### config.mk
export PLATFORM = sky130hd
export DESIGN_NAME = rename_top
export DESIGN_NICKNAME = d
export VERILOG_FILES = /design/src/rename_pkg.sv /design/src/rename_group_if.sv /design/src/dispatch_reg.sv /design/src/free_list.sv /design/src/rename_logic.sv /design/src/rename_table.sv /design/src/rename_top.sv
export SDC_FILE = /design/constraint.sdc
export NUM_CORES = 2
export LEC_CHECK = 0
export BUFFER_PORTS_ARGS = -buffer_cell sky130_fd_sc_hd__buf_2
export CAP_MARGIN = 20
export CORE_UTILIZATION = 30
export CTS_CLUSTER_DIAMETER = 100
export CTS_CLUSTER_SIZE = 25
export DETAILED_ROUTE_END_ITERATION = 10
export PLACE_DENSITY_LB_ADDON = 0.25
export SYNTH_ARGS = -nofsm -noshare
export SYNTH_HDL_FRONTEND = slang
export SYNTH_SLANG_ARGS = --single-unit
export TNS_END_PERCENT = 30
### constraint.sdc
create_clock -name clk -period 10.1 [get_ports clk]
set_input_delay 2.02 -clock clk [delete_from_list [all_inputs] [get_ports clk]]
set_output_delay 2.02 -clock clk [all_outputs]
set_load 0.01 [all_outputs]
### src/rename_pkg.sv
`default_nettype none

package rename_pkg;

    // Defaults for the module parameters of the rename stage
    localparam int FETCH_WIDTH_DEF = 4;
    localparam int PREG_COUNT_DEF  = 64;
    localparam int ROB_DEPTH_DEF   = 32; // Must stay a power of two

    localparam int AREG_COUNT = 32; // Fixed by the ISA

    localparam int AREG_W    = $clog2(AREG_COUNT);
    localparam int PREG_W    = $clog2(PREG_COUNT_DEF);
    localparam int ROB_PTR_W = $clog2(ROB_DEPTH_DEF) + 1; // Index plus wrap bit
    localparam int SLOT_CNT_W = $clog2(FETCH_WIDTH_DEF + 1);

    // Architectural register number
    typedef logic [AREG_W-1:0] areg_t;

    // Physical register number
    typedef logic [PREG_W-1:0] preg_t;

    // ROB index with the wrap bit on top
    typedef logic [ROB_PTR_W-1:0] rob_ptr_t;

    // Number of slots, from 0 up to the full group
    typedef logic [SLOT_CNT_W-1:0] slot_cnt_t;

endpackage

`default_nettype wire

### src/rename_group_if.sv
`timescale 1ns/1ps
`default_nettype none

interface rename_group_if #(
    parameter int FETCH_WIDTH = rename_pkg::FETCH_WIDTH_DEF
) ();
    import rename_pkg::*;

    logic [FETCH_WIDTH-1:0]     valid;
    logic [FETCH_WIDTH-1:0]     we;
    areg_t [FETCH_WIDTH-1:0]    rd;
    preg_t [FETCH_WIDTH-1:0]    prs1;
    preg_t [FETCH_WIDTH-1:0]    prs2;
    preg_t [FETCH_WIDTH-1:0]    prd;
    preg_t [FETCH_WIDTH-1:0]    old_prd; // Mapping of rd before this group
    rob_ptr_t [FETCH_WIDTH-1:0] rob_idx;

    modport source (
        output valid,
        output we,
        output rd,
        output prs1,
        output prs2,
        output prd,
        output old_prd,
        output rob_idx
    );

    modport sink (
        input valid,
        input we,
        input rd,
        input prs1,
        input prs2,
        input prd,
        input old_prd,
        input rob_idx
    );

endinterface

`default_nettype wire

### src/dispatch_reg.sv
`timescale 1ns/1ps
`default_nettype none

module dispatch_reg #(
    parameter int FETCH_WIDTH = rename_pkg::FETCH_WIDTH_DEF
) (
    input  wire logic                              clk,
    input  wire logic                              rst_n,
    input  wire logic                              stall,
    input  wire logic                              flush,
    rename_group_if.sink                           grp,
    output logic [FETCH_WIDTH-1:0]                 out_valid,
    output logic [FETCH_WIDTH-1:0]                 out_we,
    output rename_pkg::areg_t [FETCH_WIDTH-1:0]    out_rd,
    output rename_pkg::preg_t [FETCH_WIDTH-1:0]    out_prs1,
    output rename_pkg::preg_t [FETCH_WIDTH-1:0]    out_prs2,
    output rename_pkg::preg_t [FETCH_WIDTH-1:0]    out_prd,
    output rename_pkg::preg_t [FETCH_WIDTH-1:0]    out_old_prd,
    output rename_pkg::rob_ptr_t [FETCH_WIDTH-1:0] out_rob_idx
);

    always_ff @(posedge clk or negedge rst_n) begin
        if (!rst_n) begin
            out_valid <= '0;
        end else if (!stall) begin
            if (flush) begin
                out_valid <= '0;
            end else begin
                out_valid <= grp.valid; // Already low when the group was refused
            end
        end
    end

    always_ff @(posedge clk) begin
        if (!stall) begin
            out_we      <= grp.we;
            out_rd      <= grp.rd;
            out_prs1    <= grp.prs1;
            out_prs2    <= grp.prs2;
            out_prd     <= grp.prd;
            out_old_prd <= grp.old_prd;
            out_rob_idx <= grp.rob_idx;
        end
    end

endmodule

`default_nettype wire

### src/free_list.sv
`timescale 1ns/1ps
`default_nettype none

module free_list #(
    parameter int FETCH_WIDTH = rename_pkg::FETCH_WIDTH_DEF,
    parameter int PREG_COUNT  = rename_pkg::PREG_COUNT_DEF
) (
    input  wire logic                                clk,
    input  wire logic                                rst_n,
    input  wire rename_pkg::slot_cnt_t               pop_count,
    input  wire logic [FETCH_WIDTH-1:0]              push_valid,
    input  wire rename_pkg::preg_t [FETCH_WIDTH-1:0] push_preg,
    output rename_pkg::preg_t [FETCH_WIDTH-1:0]      head_preg,
    output logic                                     full
);
    import rename_pkg::*;

    localparam int DEPTH = PREG_COUNT - AREG_COUNT;
    localparam int PTR_W = $clog2(DEPTH);
    localparam int CNT_W = $clog2(DEPTH + 1);

    typedef logic [PTR_W-1:0] ptr_t;
    typedef logic [CNT_W-1:0] cnt_t;

    preg_t     mem [DEPTH];
    ptr_t      head;
    ptr_t      tail;
    cnt_t      count;
    slot_cnt_t push_off [FETCH_WIDTH];
    slot_cnt_t push_num;

    // Pointer step that wraps at DEPTH, which need not be a power of two
    function automatic ptr_t wrap_add(input ptr_t ptr, input int unsigned step);
        int unsigned sum;
        sum = ptr + step;
        if (sum >= DEPTH) begin
            sum = sum - DEPTH;
        end
        return ptr_t'(sum);
    endfunction

    // Valid pushes are packed together at the tail in slot order
    always_comb begin
        push_num = '0;
        for (int i = 0; i < FETCH_WIDTH; i++) begin
            push_off[i] = push_num;
            push_num    = push_num + slot_cnt_t'(push_valid[i]);
        end
    end

    always_comb begin
        for (int i = 0; i < FETCH_WIDTH; i++) begin
            head_preg[i] = mem[wrap_add(head, i)];
        end
    end

    assign full = (count < FETCH_WIDTH); // A whole group might need a register per slot

    always_ff @(posedge clk or negedge rst_n) begin
        if (!rst_n) begin
            for (int i = 0; i < DEPTH; i++) begin
                mem[i] <= preg_t'(AREG_COUNT + i); // Registers above the identity map start free
            end
            head  <= '0;
            tail  <= '0;
            count <= cnt_t'(DEPTH);
        end else begin
            for (int i = 0; i < FETCH_WIDTH; i++) begin
                if (push_valid[i]) begin
                    mem[wrap_add(tail, push_off[i])] <= push_preg[i];
                end
            end
            head  <= wrap_add(head, pop_count);
            tail  <= wrap_add(tail, push_num);
            count <= count + cnt_t'(push_num) - cnt_t'(pop_count);
        end
    end

endmodule

`default_nettype wire

### src/rename_logic.sv
`timescale 1ns/1ps
`default_nettype none

module rename_logic #(
    parameter int FETCH_WIDTH = rename_pkg::FETCH_WIDTH_DEF,
    parameter int ROB_DEPTH   = rename_pkg::ROB_DEPTH_DEF
) (
    input  wire logic [FETCH_WIDTH-1:0]              in_valid,
    input  wire logic [FETCH_WIDTH-1:0]              in_we,
    input  wire rename_pkg::areg_t [FETCH_WIDTH-1:0] in_rs1,
    input  wire rename_pkg::areg_t [FETCH_WIDTH-1:0] in_rs2,
    input  wire rename_pkg::areg_t [FETCH_WIDTH-1:0] in_rd,
    input  wire rename_pkg::rob_ptr_t                rob_tail,
    input  wire logic                                stall,
    input  wire logic                                flush,
    input  wire logic                                full,
    input  wire rename_pkg::preg_t [FETCH_WIDTH-1:0] rs1_preg,
    input  wire rename_pkg::preg_t [FETCH_WIDTH-1:0] rs2_preg,
    input  wire rename_pkg::preg_t [FETCH_WIDTH-1:0] rd_preg,
    input  wire rename_pkg::preg_t [FETCH_WIDTH-1:0] head_preg,
    output rename_pkg::slot_cnt_t                    pop_count,
    output rename_pkg::areg_t [FETCH_WIDTH-1:0]      rd_rs1,
    output rename_pkg::areg_t [FETCH_WIDTH-1:0]      rd_rs2,
    output rename_pkg::areg_t [FETCH_WIDTH-1:0]      rd_rd,
    output logic [FETCH_WIDTH-1:0]                   wr_en,
    output rename_pkg::areg_t [FETCH_WIDTH-1:0]      wr_areg,
    output rename_pkg::preg_t [FETCH_WIDTH-1:0]      wr_preg,
    rename_group_if.source                           grp
);
    import rename_pkg::*;

    localparam int ROB_IDX_W = $clog2(ROB_DEPTH);

    logic                   accept;
    logic [FETCH_WIDTH-1:0] rd_en;
    logic [FETCH_WIDTH-1:0] raw_rs1 [FETCH_WIDTH]; // raw_rs1[i][j] is set when slot i reads the rd of older slot j
    logic [FETCH_WIDTH-1:0] raw_rs2 [FETCH_WIDTH];
    logic [FETCH_WIDTH-1:0] waw [FETCH_WIDTH];     // waw[i][j] is set when younger slot j rewrites the rd of slot i
    slot_cnt_t              prd_idx [FETCH_WIDTH];
    slot_cnt_t              alloc_num;
    preg_t [FETCH_WIDTH-1:0]    prd;
    preg_t [FETCH_WIDTH-1:0]    prs1;
    preg_t [FETCH_WIDTH-1:0]    prs2;
    preg_t [FETCH_WIDTH-1:0]    old_prd;
    rob_ptr_t [FETCH_WIDTH-1:0] rob_idx;

    function automatic rob_ptr_t rob_add(input rob_ptr_t base, input int unsigned step);
        int unsigned sum;
        sum = base[ROB_IDX_W-1:0] + step;
        if (sum >= ROB_DEPTH) begin
            return {~base[ROB_IDX_W], ROB_IDX_W'(sum - ROB_DEPTH)}; // Crossed the end of the ROB
        end else begin
            return {base[ROB_IDX_W], ROB_IDX_W'(sum)};
        end
    endfunction

    assign accept = (|in_valid) & ~stall & ~flush & ~full;
    assign rd_en  = in_valid & in_we;

    assign rd_rs1 = in_rs1;
    assign rd_rs2 = in_rs2;
    assign rd_rd  = in_rd;

    // Each writer takes the next free register in slot order
    always_comb begin
        alloc_num = '0;
        for (int i = 0; i < FETCH_WIDTH; i++) begin
            prd_idx[i] = alloc_num;
            prd[i]     = '0;
            if (rd_en[i]) begin
                prd[i] = head_preg[prd_idx[i]];
            end
            alloc_num = alloc_num + slot_cnt_t'(rd_en[i]);
        end
    end

    always_comb begin
        for (int i = 0; i < FETCH_WIDTH; i++) begin
            for (int j = 0; j < FETCH_WIDTH; j++) begin
                raw_rs1[i][j] = (j < i) && rd_en[j] && (in_rs1[i] == in_rd[j]);
                raw_rs2[i][j] = (j < i) && rd_en[j] && (in_rs2[i] == in_rd[j]);
                waw[i][j]     = (j > i) && rd_en[i] && rd_en[j] && (in_rd[i] == in_rd[j]);
            end
        end
    end

    // Ascending scan so that the youngest older writer wins
    always_comb begin
        for (int i = 0; i < FETCH_WIDTH; i++) begin
            prs1[i]    = rs1_preg[i];
            prs2[i]    = rs2_preg[i];
            old_prd[i] = rd_preg[i];
            for (int j = 0; j < FETCH_WIDTH; j++) begin
                if (raw_rs1[i][j]) begin
                    prs1[i] = prd[j];
                end
                if (raw_rs2[i][j]) begin
                    prs2[i] = prd[j];
                end
                if (waw[j][i]) begin
                    old_prd[i] = prd[j];
                end
            end
        end
    end

    always_comb begin
        for (int i = 0; i < FETCH_WIDTH; i++) begin
            wr_en[i]   = accept & rd_en[i] & ~(|waw[i]);
            rob_idx[i] = rob_add(rob_tail, i);
        end
    end

    assign pop_count = accept ? alloc_num : '0;
    assign wr_areg   = in_rd;
    assign wr_preg   = prd;

    assign grp.valid   = accept ? in_valid : '0;
    assign grp.we      = rd_en;
    assign grp.rd      = in_rd;
    assign grp.prs1    = prs1;
    assign grp.prs2    = prs2;
    assign grp.prd     = prd;
    assign grp.old_prd = old_prd;
    assign grp.rob_idx = rob_idx;

endmodule

`default_nettype wire

### src/rename_table.sv
`timescale 1ns/1ps
`default_nettype none

module rename_table #(
    parameter int FETCH_WIDTH = rename_pkg::FETCH_WIDTH_DEF
) (
    input  wire logic                                clk,
    input  wire logic                                rst_n,
    input  wire rename_pkg::areg_t [FETCH_WIDTH-1:0] rd_rs1,
    input  wire rename_pkg::areg_t [FETCH_WIDTH-1:0] rd_rs2,
    input  wire rename_pkg::areg_t [FETCH_WIDTH-1:0] rd_rd,
    input  wire logic [FETCH_WIDTH-1:0]              wr_en,
    input  wire rename_pkg::areg_t [FETCH_WIDTH-1:0] wr_areg,
    input  wire rename_pkg::preg_t [FETCH_WIDTH-1:0] wr_preg,
    output rename_pkg::preg_t [FETCH_WIDTH-1:0]      rs1_preg,
    output rename_pkg::preg_t [FETCH_WIDTH-1:0]      rs2_preg,
    output rename_pkg::preg_t [FETCH_WIDTH-1:0]      rd_preg
);
    import rename_pkg::*;

    preg_t map [AREG_COUNT];

    // Reads return the mapping from before this cycle's writes
    always_comb begin
        for (int i = 0; i < FETCH_WIDTH; i++) begin
            rs1_preg[i] = map[rd_rs1[i]];
            rs2_preg[i] = map[rd_rs2[i]];
            rd_preg[i]  = map[rd_rd[i]];
        end
    end

    always_ff @(posedge clk or negedge rst_n) begin
        if (!rst_n) begin
            for (int r = 0; r < AREG_COUNT; r++) begin
                map[r] <= preg_t'(r);
            end
        end else begin
            for (int i = 0; i < FETCH_WIDTH; i++) begin
                if (wr_en[i]) begin
                    map[wr_areg[i]] <= wr_preg[i]; // Later slot overrides an earlier one
                end
            end
        end
    end

endmodule

`default_nettype wire

### src/rename_top.sv
`timescale 1ns/1ps
`default_nettype none

module rename_top #(
    parameter int FETCH_WIDTH = rename_pkg::FETCH_WIDTH_DEF,
    parameter int PREG_COUNT  = rename_pkg::PREG_COUNT_DEF,
    parameter int ROB_DEPTH   = rename_pkg::ROB_DEPTH_DEF
) (
    input  wire logic                                clk,
    input  wire logic                                rst_n,
    input  wire logic [FETCH_WIDTH-1:0]              in_valid,
    input  wire logic [FETCH_WIDTH-1:0]              in_we,
    input  wire rename_pkg::areg_t [FETCH_WIDTH-1:0] in_rs1,
    input  wire rename_pkg::areg_t [FETCH_WIDTH-1:0] in_rs2,
    input  wire rename_pkg::areg_t [FETCH_WIDTH-1:0] in_rd,
    input  wire rename_pkg::rob_ptr_t                rob_tail,
    input  wire logic                                stall,
    input  wire logic                                flush,
    input  wire logic [FETCH_WIDTH-1:0]              commit_valid,
    input  wire rename_pkg::preg_t [FETCH_WIDTH-1:0] commit_preg,
    output logic [FETCH_WIDTH-1:0]                   out_valid,
    output logic [FETCH_WIDTH-1:0]                   out_we,
    output rename_pkg::areg_t [FETCH_WIDTH-1:0]      out_rd,
    output rename_pkg::preg_t [FETCH_WIDTH-1:0]      out_prs1,
    output rename_pkg::preg_t [FETCH_WIDTH-1:0]      out_prs2,
    output rename_pkg::preg_t [FETCH_WIDTH-1:0]      out_prd,
    output rename_pkg::preg_t [FETCH_WIDTH-1:0]      out_old_prd,
    output rename_pkg::rob_ptr_t [FETCH_WIDTH-1:0]   out_rob_idx,
    output logic                                     full
);
    import rename_pkg::*;

    slot_cnt_t               pop_count;
    preg_t [FETCH_WIDTH-1:0] head_preg;
    areg_t [FETCH_WIDTH-1:0] tbl_rs1;
    areg_t [FETCH_WIDTH-1:0] tbl_rs2;
    areg_t [FETCH_WIDTH-1:0] tbl_rd;
    preg_t [FETCH_WIDTH-1:0] rs1_preg;
    preg_t [FETCH_WIDTH-1:0] rs2_preg;
    preg_t [FETCH_WIDTH-1:0] rd_preg;
    logic [FETCH_WIDTH-1:0]  wr_en;
    areg_t [FETCH_WIDTH-1:0] wr_areg;
    preg_t [FETCH_WIDTH-1:0] wr_preg;

    rename_group_if #(.FETCH_WIDTH(FETCH_WIDTH)) group_if ();

    free_list #(
        .FETCH_WIDTH(FETCH_WIDTH),
        .PREG_COUNT (PREG_COUNT)
    ) u_free_list (
        .clk       (clk),
        .rst_n     (rst_n),
        .pop_count (pop_count),
        .push_valid(commit_valid),
        .push_preg (commit_preg),
        .head_preg (head_preg),
        .full      (full)
    );

    rename_table #(.FETCH_WIDTH(FETCH_WIDTH)) u_rename_table (
        .clk     (clk),
        .rst_n   (rst_n),
        .rd_rs1  (tbl_rs1),
        .rd_rs2  (tbl_rs2),
        .rd_rd   (tbl_rd),
        .wr_en   (wr_en),
        .wr_areg (wr_areg),
        .wr_preg (wr_preg),
        .rs1_preg(rs1_preg),
        .rs2_preg(rs2_preg),
        .rd_preg (rd_preg)
    );

    rename_logic #(
        .FETCH_WIDTH(FETCH_WIDTH),
        .ROB_DEPTH  (ROB_DEPTH)
    ) u_rename_logic (
        .in_valid (in_valid),
        .in_we    (in_we),
        .in_rs1   (in_rs1),
        .in_rs2   (in_rs2),
        .in_rd    (in_rd),
        .rob_tail (rob_tail),
        .stall    (stall),
        .flush    (flush),
        .full     (full),
        .rs1_preg (rs1_preg),
        .rs2_preg (rs2_preg),
        .rd_preg  (rd_preg),
        .head_preg(head_preg),
        .pop_count(pop_count),
        .rd_rs1   (tbl_rs1),
        .rd_rs2   (tbl_rs2),
        .rd_rd    (tbl_rd),
        .wr_en    (wr_en),
        .wr_areg  (wr_areg),
        .wr_preg  (wr_preg),
        .grp      (group_if.source)
    );

    dispatch_reg #(.FETCH_WIDTH(FETCH_WIDTH)) u_dispatch_reg (
        .clk        (clk),
        .rst_n      (rst_n),
        .stall      (stall),
        .flush      (flush),
        .grp        (group_if.sink),
        .out_valid  (out_valid),
        .out_we     (out_we),
        .out_rd     (out_rd),
        .out_prs1   (out_prs1),
        .out_prs2   (out_prs2),
        .out_prd    (out_prd),
        .out_old_prd(out_old_prd),
        .out_rob_idx(out_rob_idx)
    );

endmodule

`default_nettype wire

* Word-level counts from Yosys, hierarchy flattened
Index checks and enable logic that the tools add are counted.
** Storage, ports and cells
- Bits of input ports :: 106
- Output and inout bits :: 149
- Memory bits (read-only) :: 0
- Flip-flop bits (word level) :: 548
- Word-level logic and storage cells :: 392
- Bits in latches :: 0
- Memories :: 0
- Bits in writable memories :: 0
** Operators by class
- Divide/modulo/power cells :: 0
- Add/subtract/negate cells :: 33
- Order comparisons :: 46
- Reduce and logical (&&, ||, !) cells :: 35
- Multiply operators :: 0
- Eq/ne operators :: 18
- Shift-type cells :: 0
- Multiplexer cells :: 129
- Bitwise operators :: 38
** Operators with widths (count)
- $bwmux 192 :: 8
- $mux 192 :: 8
- $bmux 6 s5 :: 16
- $mux 6 :: 70
- $demux 6 s5 :: 8
- $ge 6x6->1 const B :: 31
- $not 5->6 :: 20
- $eq 5x5->1 :: 18
- $mux 5 :: 14
- $sub 5x1->5 const B :: 14
- $lt 6x1->1 const B :: 8
- $logic_and 1x1->1 :: 32
- $add 5x2->6 const B :: 4
- $bmux 6 s2 :: 2
- $add 5x3->6 :: 3
- $ge 5x6->1 const B :: 3
- $add 3x1->3 :: 4
- $add 5x1->6 const B :: 2
- $and 1x1->1 :: 10
- $mux 4 :: 2
- $not 1->1 :: 7
- $add 5x1->6 :: 1
- $add 5x2->6 :: 1
- $add 6x3->6 :: 1
- other kinds (10) :: 12

* Depth between registers and ports, before layout
- Word-level depth :: 16
- Gate-level depth with buffers :: 20
- Depth with buffers taken out :: 16

* Hierarchy
Synthesis repeated with hierarchy kept, for this count alone.
** Second synthesis, totals
- Cell total of the unflattened synthesis :: 5867
- Area, all modules :: 62841.5 µm²
** By module, submodules not included
- rename_table :: cells an instance 2727, seq. area each 4904.7 µm², instances 1, area each 32406.1 µm²
- free_list :: cells an instance 2404, seq. area each 5346.4 µm², instances 1, area each 21403.0 µm²
- rename_logic :: cells an instance 575, seq. area each 0.0 µm², instances 1, area each 4536.9 µm²
- dispatch_reg :: cells an instance 161, seq. area each 4424.2 µm², instances 1, area each 4495.6 µm²

* Least setup slack after synthesis
Ideal clock, no wire load.
- Path type :: input port to flip-flop
- Start :: in in_valid[1]
- End :: reg u_free_list.count[5]
- Setup slack :: 4.446 ns
- Path buffers :: 1
- Library setup time :: 0.075 ns
- Data arrival time :: 5.579 ns
- Data required time :: 10.025 ns
- Stages on the path :: 17
- Path through :: nand2_1 > inv_1 > clkbuf_1 > nand2_2 > nand2_1 > ha_1 > ha_1 > inv_1 > fa_1 > or3_1 > fa_1 > ha_1 > a21o_1 > a21oi_1 > o21bai_1 > a21oi_1 > xor2_1
** Between the ends
- Cells in the longest elaborated chain, start to end :: 6
- Elaborated cells on any way between the ends :: 10
- Those cells by class :: add/sub (4); mux (1); bitwise (4); reduce/logical (1)
** RTL lines
- from (decl) :: RTL line rename_top.sv:11 : input wire logic [FETCH_WIDTH-1:0] in_valid,
- $and 4x4->4 / $reduce_or 4->1 (equally long branches) :: RTL line rename_logic.sv:58, rename_logic.sv:57
- $add 1x1->2 / $and 1x1->1 (equally long branches) :: RTL line rename_logic.sv:73, rename_logic.sv:57
- $add 3x1->3 / $and 1x1->1 (equally long branches) (2 in series) :: RTL line rename_logic.sv:73, rename_logic.sv:57
- $mux 3 * :: RTL line rename_logic.sv:114 : assign pop_count = accept ? alloc_num : '0;
- $sub 6x3->6 * :: RTL line free_list.sv:75 : count <= count + cnt_t'(push_num) - cnt_t'(pop_count);
- to (signal assigned) :: RTL line free_list.sv:66 : count <= cnt_t'(DEPTH);
- to (signal assigned) :: RTL line free_list.sv:75
- to (decl) :: RTL line free_list.sv:28 : cnt_t count;
Mark *: on every way between the ends. The rest lies on a longest branch, timed or not.
A chain may end at the register's enable or synchronous reset.

* Worst setup path in the final report
- Start :: in in_valid[0]
- End :: reg u_free_list.count[5]
The elaborated chain is that of the path after synthesis.

==> impl_metrics.tcl <==
set metrics [dict create \
    status "finished clean" \
    swShare_pct 53.8 \
    fmax_mhz 161 \
    grt_pass1_vias 55808 \
    pwr-share-seq_pct 28.8 \
    grtUsageTotal_pct 31.3 \
    rows 166 \
    stdcell_count 8268 \
    cts_buffers 45 \
    htreeDepth 2 \
    ys_ff_latch 546 \
    port_buffers 254 \
    finalHoldViolCount 0 \
    viasPerCell 7.20 \
    crit_chain "buf_2 -> nand2_2 -> buf_4 -> inv_2 -> nand2_1 -> nand2_1 -> ha_1 -> ha_1 -> inv_1 -> fa_1 -> or3_1 -> fa_1 -> ha_1 -> a21o_1 -> a21oi_1 -> o21bai_1 -> a21oi_1 -> xor2_1" \
    dp.cells 8168 \
    routed_wl_mm 337 \
    power_leakage_nw 24.3 \
    final_cell_mix "840 x mux4_2, 499 x nor2_1, 494 x nand2_1" \
    synth_enable_flop_cells 142 \
    crit_arrival_ns 6.86 \
    drv_cap 0 \
    multiInputGateArea_um2 43600 \
    hold_buffers 0 \
    synth_flop_cell "dfrtp_1" \
    setup_viol 0 \
    path_max_fanout 34 \
    ctsResizeCount 0 \
    die-height_um 456 \
    r2r_start "u_free_list.head[0]" \
    tns_ns 0 \
    ios 255 \
    rsz0062_at_grt "no" \
    synthArstFlopShare_pct 74.0 \
    drt_iter0_markers 9153 \
    grt_remaining_overflow 0 \
    power.internal_mw 9.92 \
    cts_num_sinks 546 \
    min_period_ns 6.22 \
    cts.root.buffer_cell "clkbuf_16" \
    cts_max_path_buffers 3 \
    drive_gt1_share_pct 33.9 \
    syn_area_um2 62000 \
    drtAntennaViolNets 0 \
    nNetsFinal 5680 \
    holdPathStages 1 \
    cts_tree "done" \
    ys_types 111 \
    start_kind "input port" \
    grt_start_max_net_pins 157 \
    grt_pass1_wl_mm 462 \
    place_congestion 1.05 \
    dieArea_um2 208000 \
    cp-end-kind "flop" \
    vdd.ir_drop.worst_mv 0.381 \
    hold_class "reg -> reg" \
    slowest_delay_ns 0.55 \
    finalCritPeriodShare_pct 61.5 \
    placed_area_um2 64300 \
    vias 59502 \
    wl_per_cell_um 40.8 \
    worstMarginPinSlew_ns 1.38 \
    rr_endpoint "u_dispatch_reg.out_old_prd[19]" \
    synth_nets 6027 \
    start_util_pct 30.2 \
    maxSlewHeadroom_pct 7.88 \
    detailed_place_hpwl_mm 225 \
    reg2reg_depth 13 \
    postCtsSetupBuffers 0 \
    core_um2 205000 \
    cp_common_cell "ha_1" \
    holdWs_ns 0.519 \
    p_clk_share_pct 10.4 \
    rrSetupSlack_ns 4.02 \
    ff_latch_area_um2 14600 \
    synth.avg_cell_area_um2 10.5 \
    die_w_um 456 \
    design_area_um2 66100 \
    antenna_found_initial 28 \
    num-fill-cells 20752 \
    slew_viol_final 0 \
    final_common_cell "mux4_2" \
    synthCells 5876 \
    drtPass1Iterations 7 \
    critical_path_class "in -> reg" \
    area_delta_synth_final_pct 6.69 \
    slowest_stage "buf_4" \
    p_sw_mw 11.6 \
    synthesis.yosys.warnings 0 \
    drc_errors 0 \
    powerDensity_nw_per_um2 325 \
    skew_ns 0.0870 \
    worstSkewPairLatency_ns 0.80 \
    combPwrFrac_pct 60.8 \
    endpoint "u_free_list.count[5]" \
    cp_data_required_time_ns 10.75 \
    yosysSeqAreaShare_pct 23.6 \
    crit_start "in_valid[0]" \
    clk_pin_slew_ns 0.09 \
]
flip-flops by register name (all words and copies together), names as in the netlist:
register	count
u_free_list.tail	5
u_free_list.mem	192
u_rename_table.map	192
u_free_list.head	5
u_dispatch_reg.out_prd	24
u_dispatch_reg.out_old_prd	24
u_dispatch_reg.out_prs2	24
u_dispatch_reg.out_valid	4
u_free_list.count	6
u_dispatch_reg.out_we	4
u_dispatch_reg.out_rob_idx	22
u_dispatch_reg.out_prs1	24
u_dispatch_reg.out_rd	20
layout make-up:
cell class                 count  share of cell area (%)
clock inverter                35                   0.827
clock buffer                  48                    1.77
inverter                      77                   0.445
tap                         2688                    5.09
timing repair buffer         402                    3.71
multi-input combinational   4457                    66.0
sequential                   546                    22.1
antenna                       15                  0.0568
through the flow:
step           total power, mW  worst slack [ns]  util, %
2_1_floorplan             13.3              4.45        -
3_3_place_gp              18.4              3.28     31.4
3_5_place_dp              18.5              3.23     31.4
4_1_cts                   20.7              3.97     32.2
5_1_grt                   21.7              3.73     32.2
6_report                  21.5              3.88     32.2
Yosys cell counts, types with 35 or more instances:
master    instances  area [um2]
nand3_1         103         515
a221oi_1         81         709
mux4_2          840       18900
o21ai_0         268        1340
dfrtp_1         211        5280
a31oi_1          57         357
a22oi_1         145        1090
nor4_1           42         263
a221oi_2         35         526
nor2_1          502        1880
nand4_1          37         231
xnor2_1          54         473
buf_1           102         383
mux2_2          186        2090
a211o_1          38         333
buf_2           105         526
mux2i_1         460        4600
a21oi_1         294        1470
clkbuf_1        515        1930
nand2_1         494        1850
a211oi_1        106         796
ha_1             35         438
nor3_1          102         510
xor2_1           72         631
o22ai_1          96         601
inv_1            65         244
dfstp_2         193        5070
edfxtp_1        142        4260
power groups by stage:
stage                     clock network (mW)  logic, mW  registers [mW]
after floorplan                            0       9.25            4.00
after global placement                     0       12.5            5.87
after detailed placement                   0       12.6            5.91
after CTS                               2.25       12.6            5.87
after global routing                    2.32       13.4            6.05
final                                   2.23       13.1            6.20
worst min path at each step:
stage,endpoint,slack [ns],start
2_1_floorplan,u_free_list.head[0],0.53,u_free_list.head[0]
3_3_place_gp,u_dispatch_reg.out_valid[3],0.49,u_dispatch_reg.out_valid[3]
3_5_place_dp,u_dispatch_reg.out_valid[3],0.50,u_dispatch_reg.out_valid[3]
6_report,u_dispatch_reg.out_valid[3],0.52,u_dispatch_reg.out_valid[3]
4_1_cts,u_dispatch_reg.out_valid[3],0.52,u_dispatch_reg.out_valid[3]
5_1_grt,u_dispatch_reg.out_valid[0],0.54,u_dispatch_reg.out_valid[0]
per-layer routing:
metal  vias up  share of wire [%]  global-route usage (%)
met3      1421                 14                    12.5
met1     30137                 36                    38.3
met2      5560                 42                    45.2
met4        20                8.2                    20.2
met5         -              0.064                   0.276
li1      22364                  -                       -
kinds of logic after synthesis:
logic type	Yosys count	synth area share (%)
compound gates	1284	14.0
xor+xnor	130	1.92
fa+ha+maj	45	1.03
buf+inv	873	6.37
flops	546	23.6
mux	1497	41.8
simple gates	1501	11.3
worst max-delay path, delay by kind of cell:
family	cells	cell delay, ns
compound gates	4	0.67
fa+ha+maj	5	1.92
buf+inv	4	1.06
simple gates	4	0.95
xor+xnor	1	0.17
(Power assumes the default switching activity.)
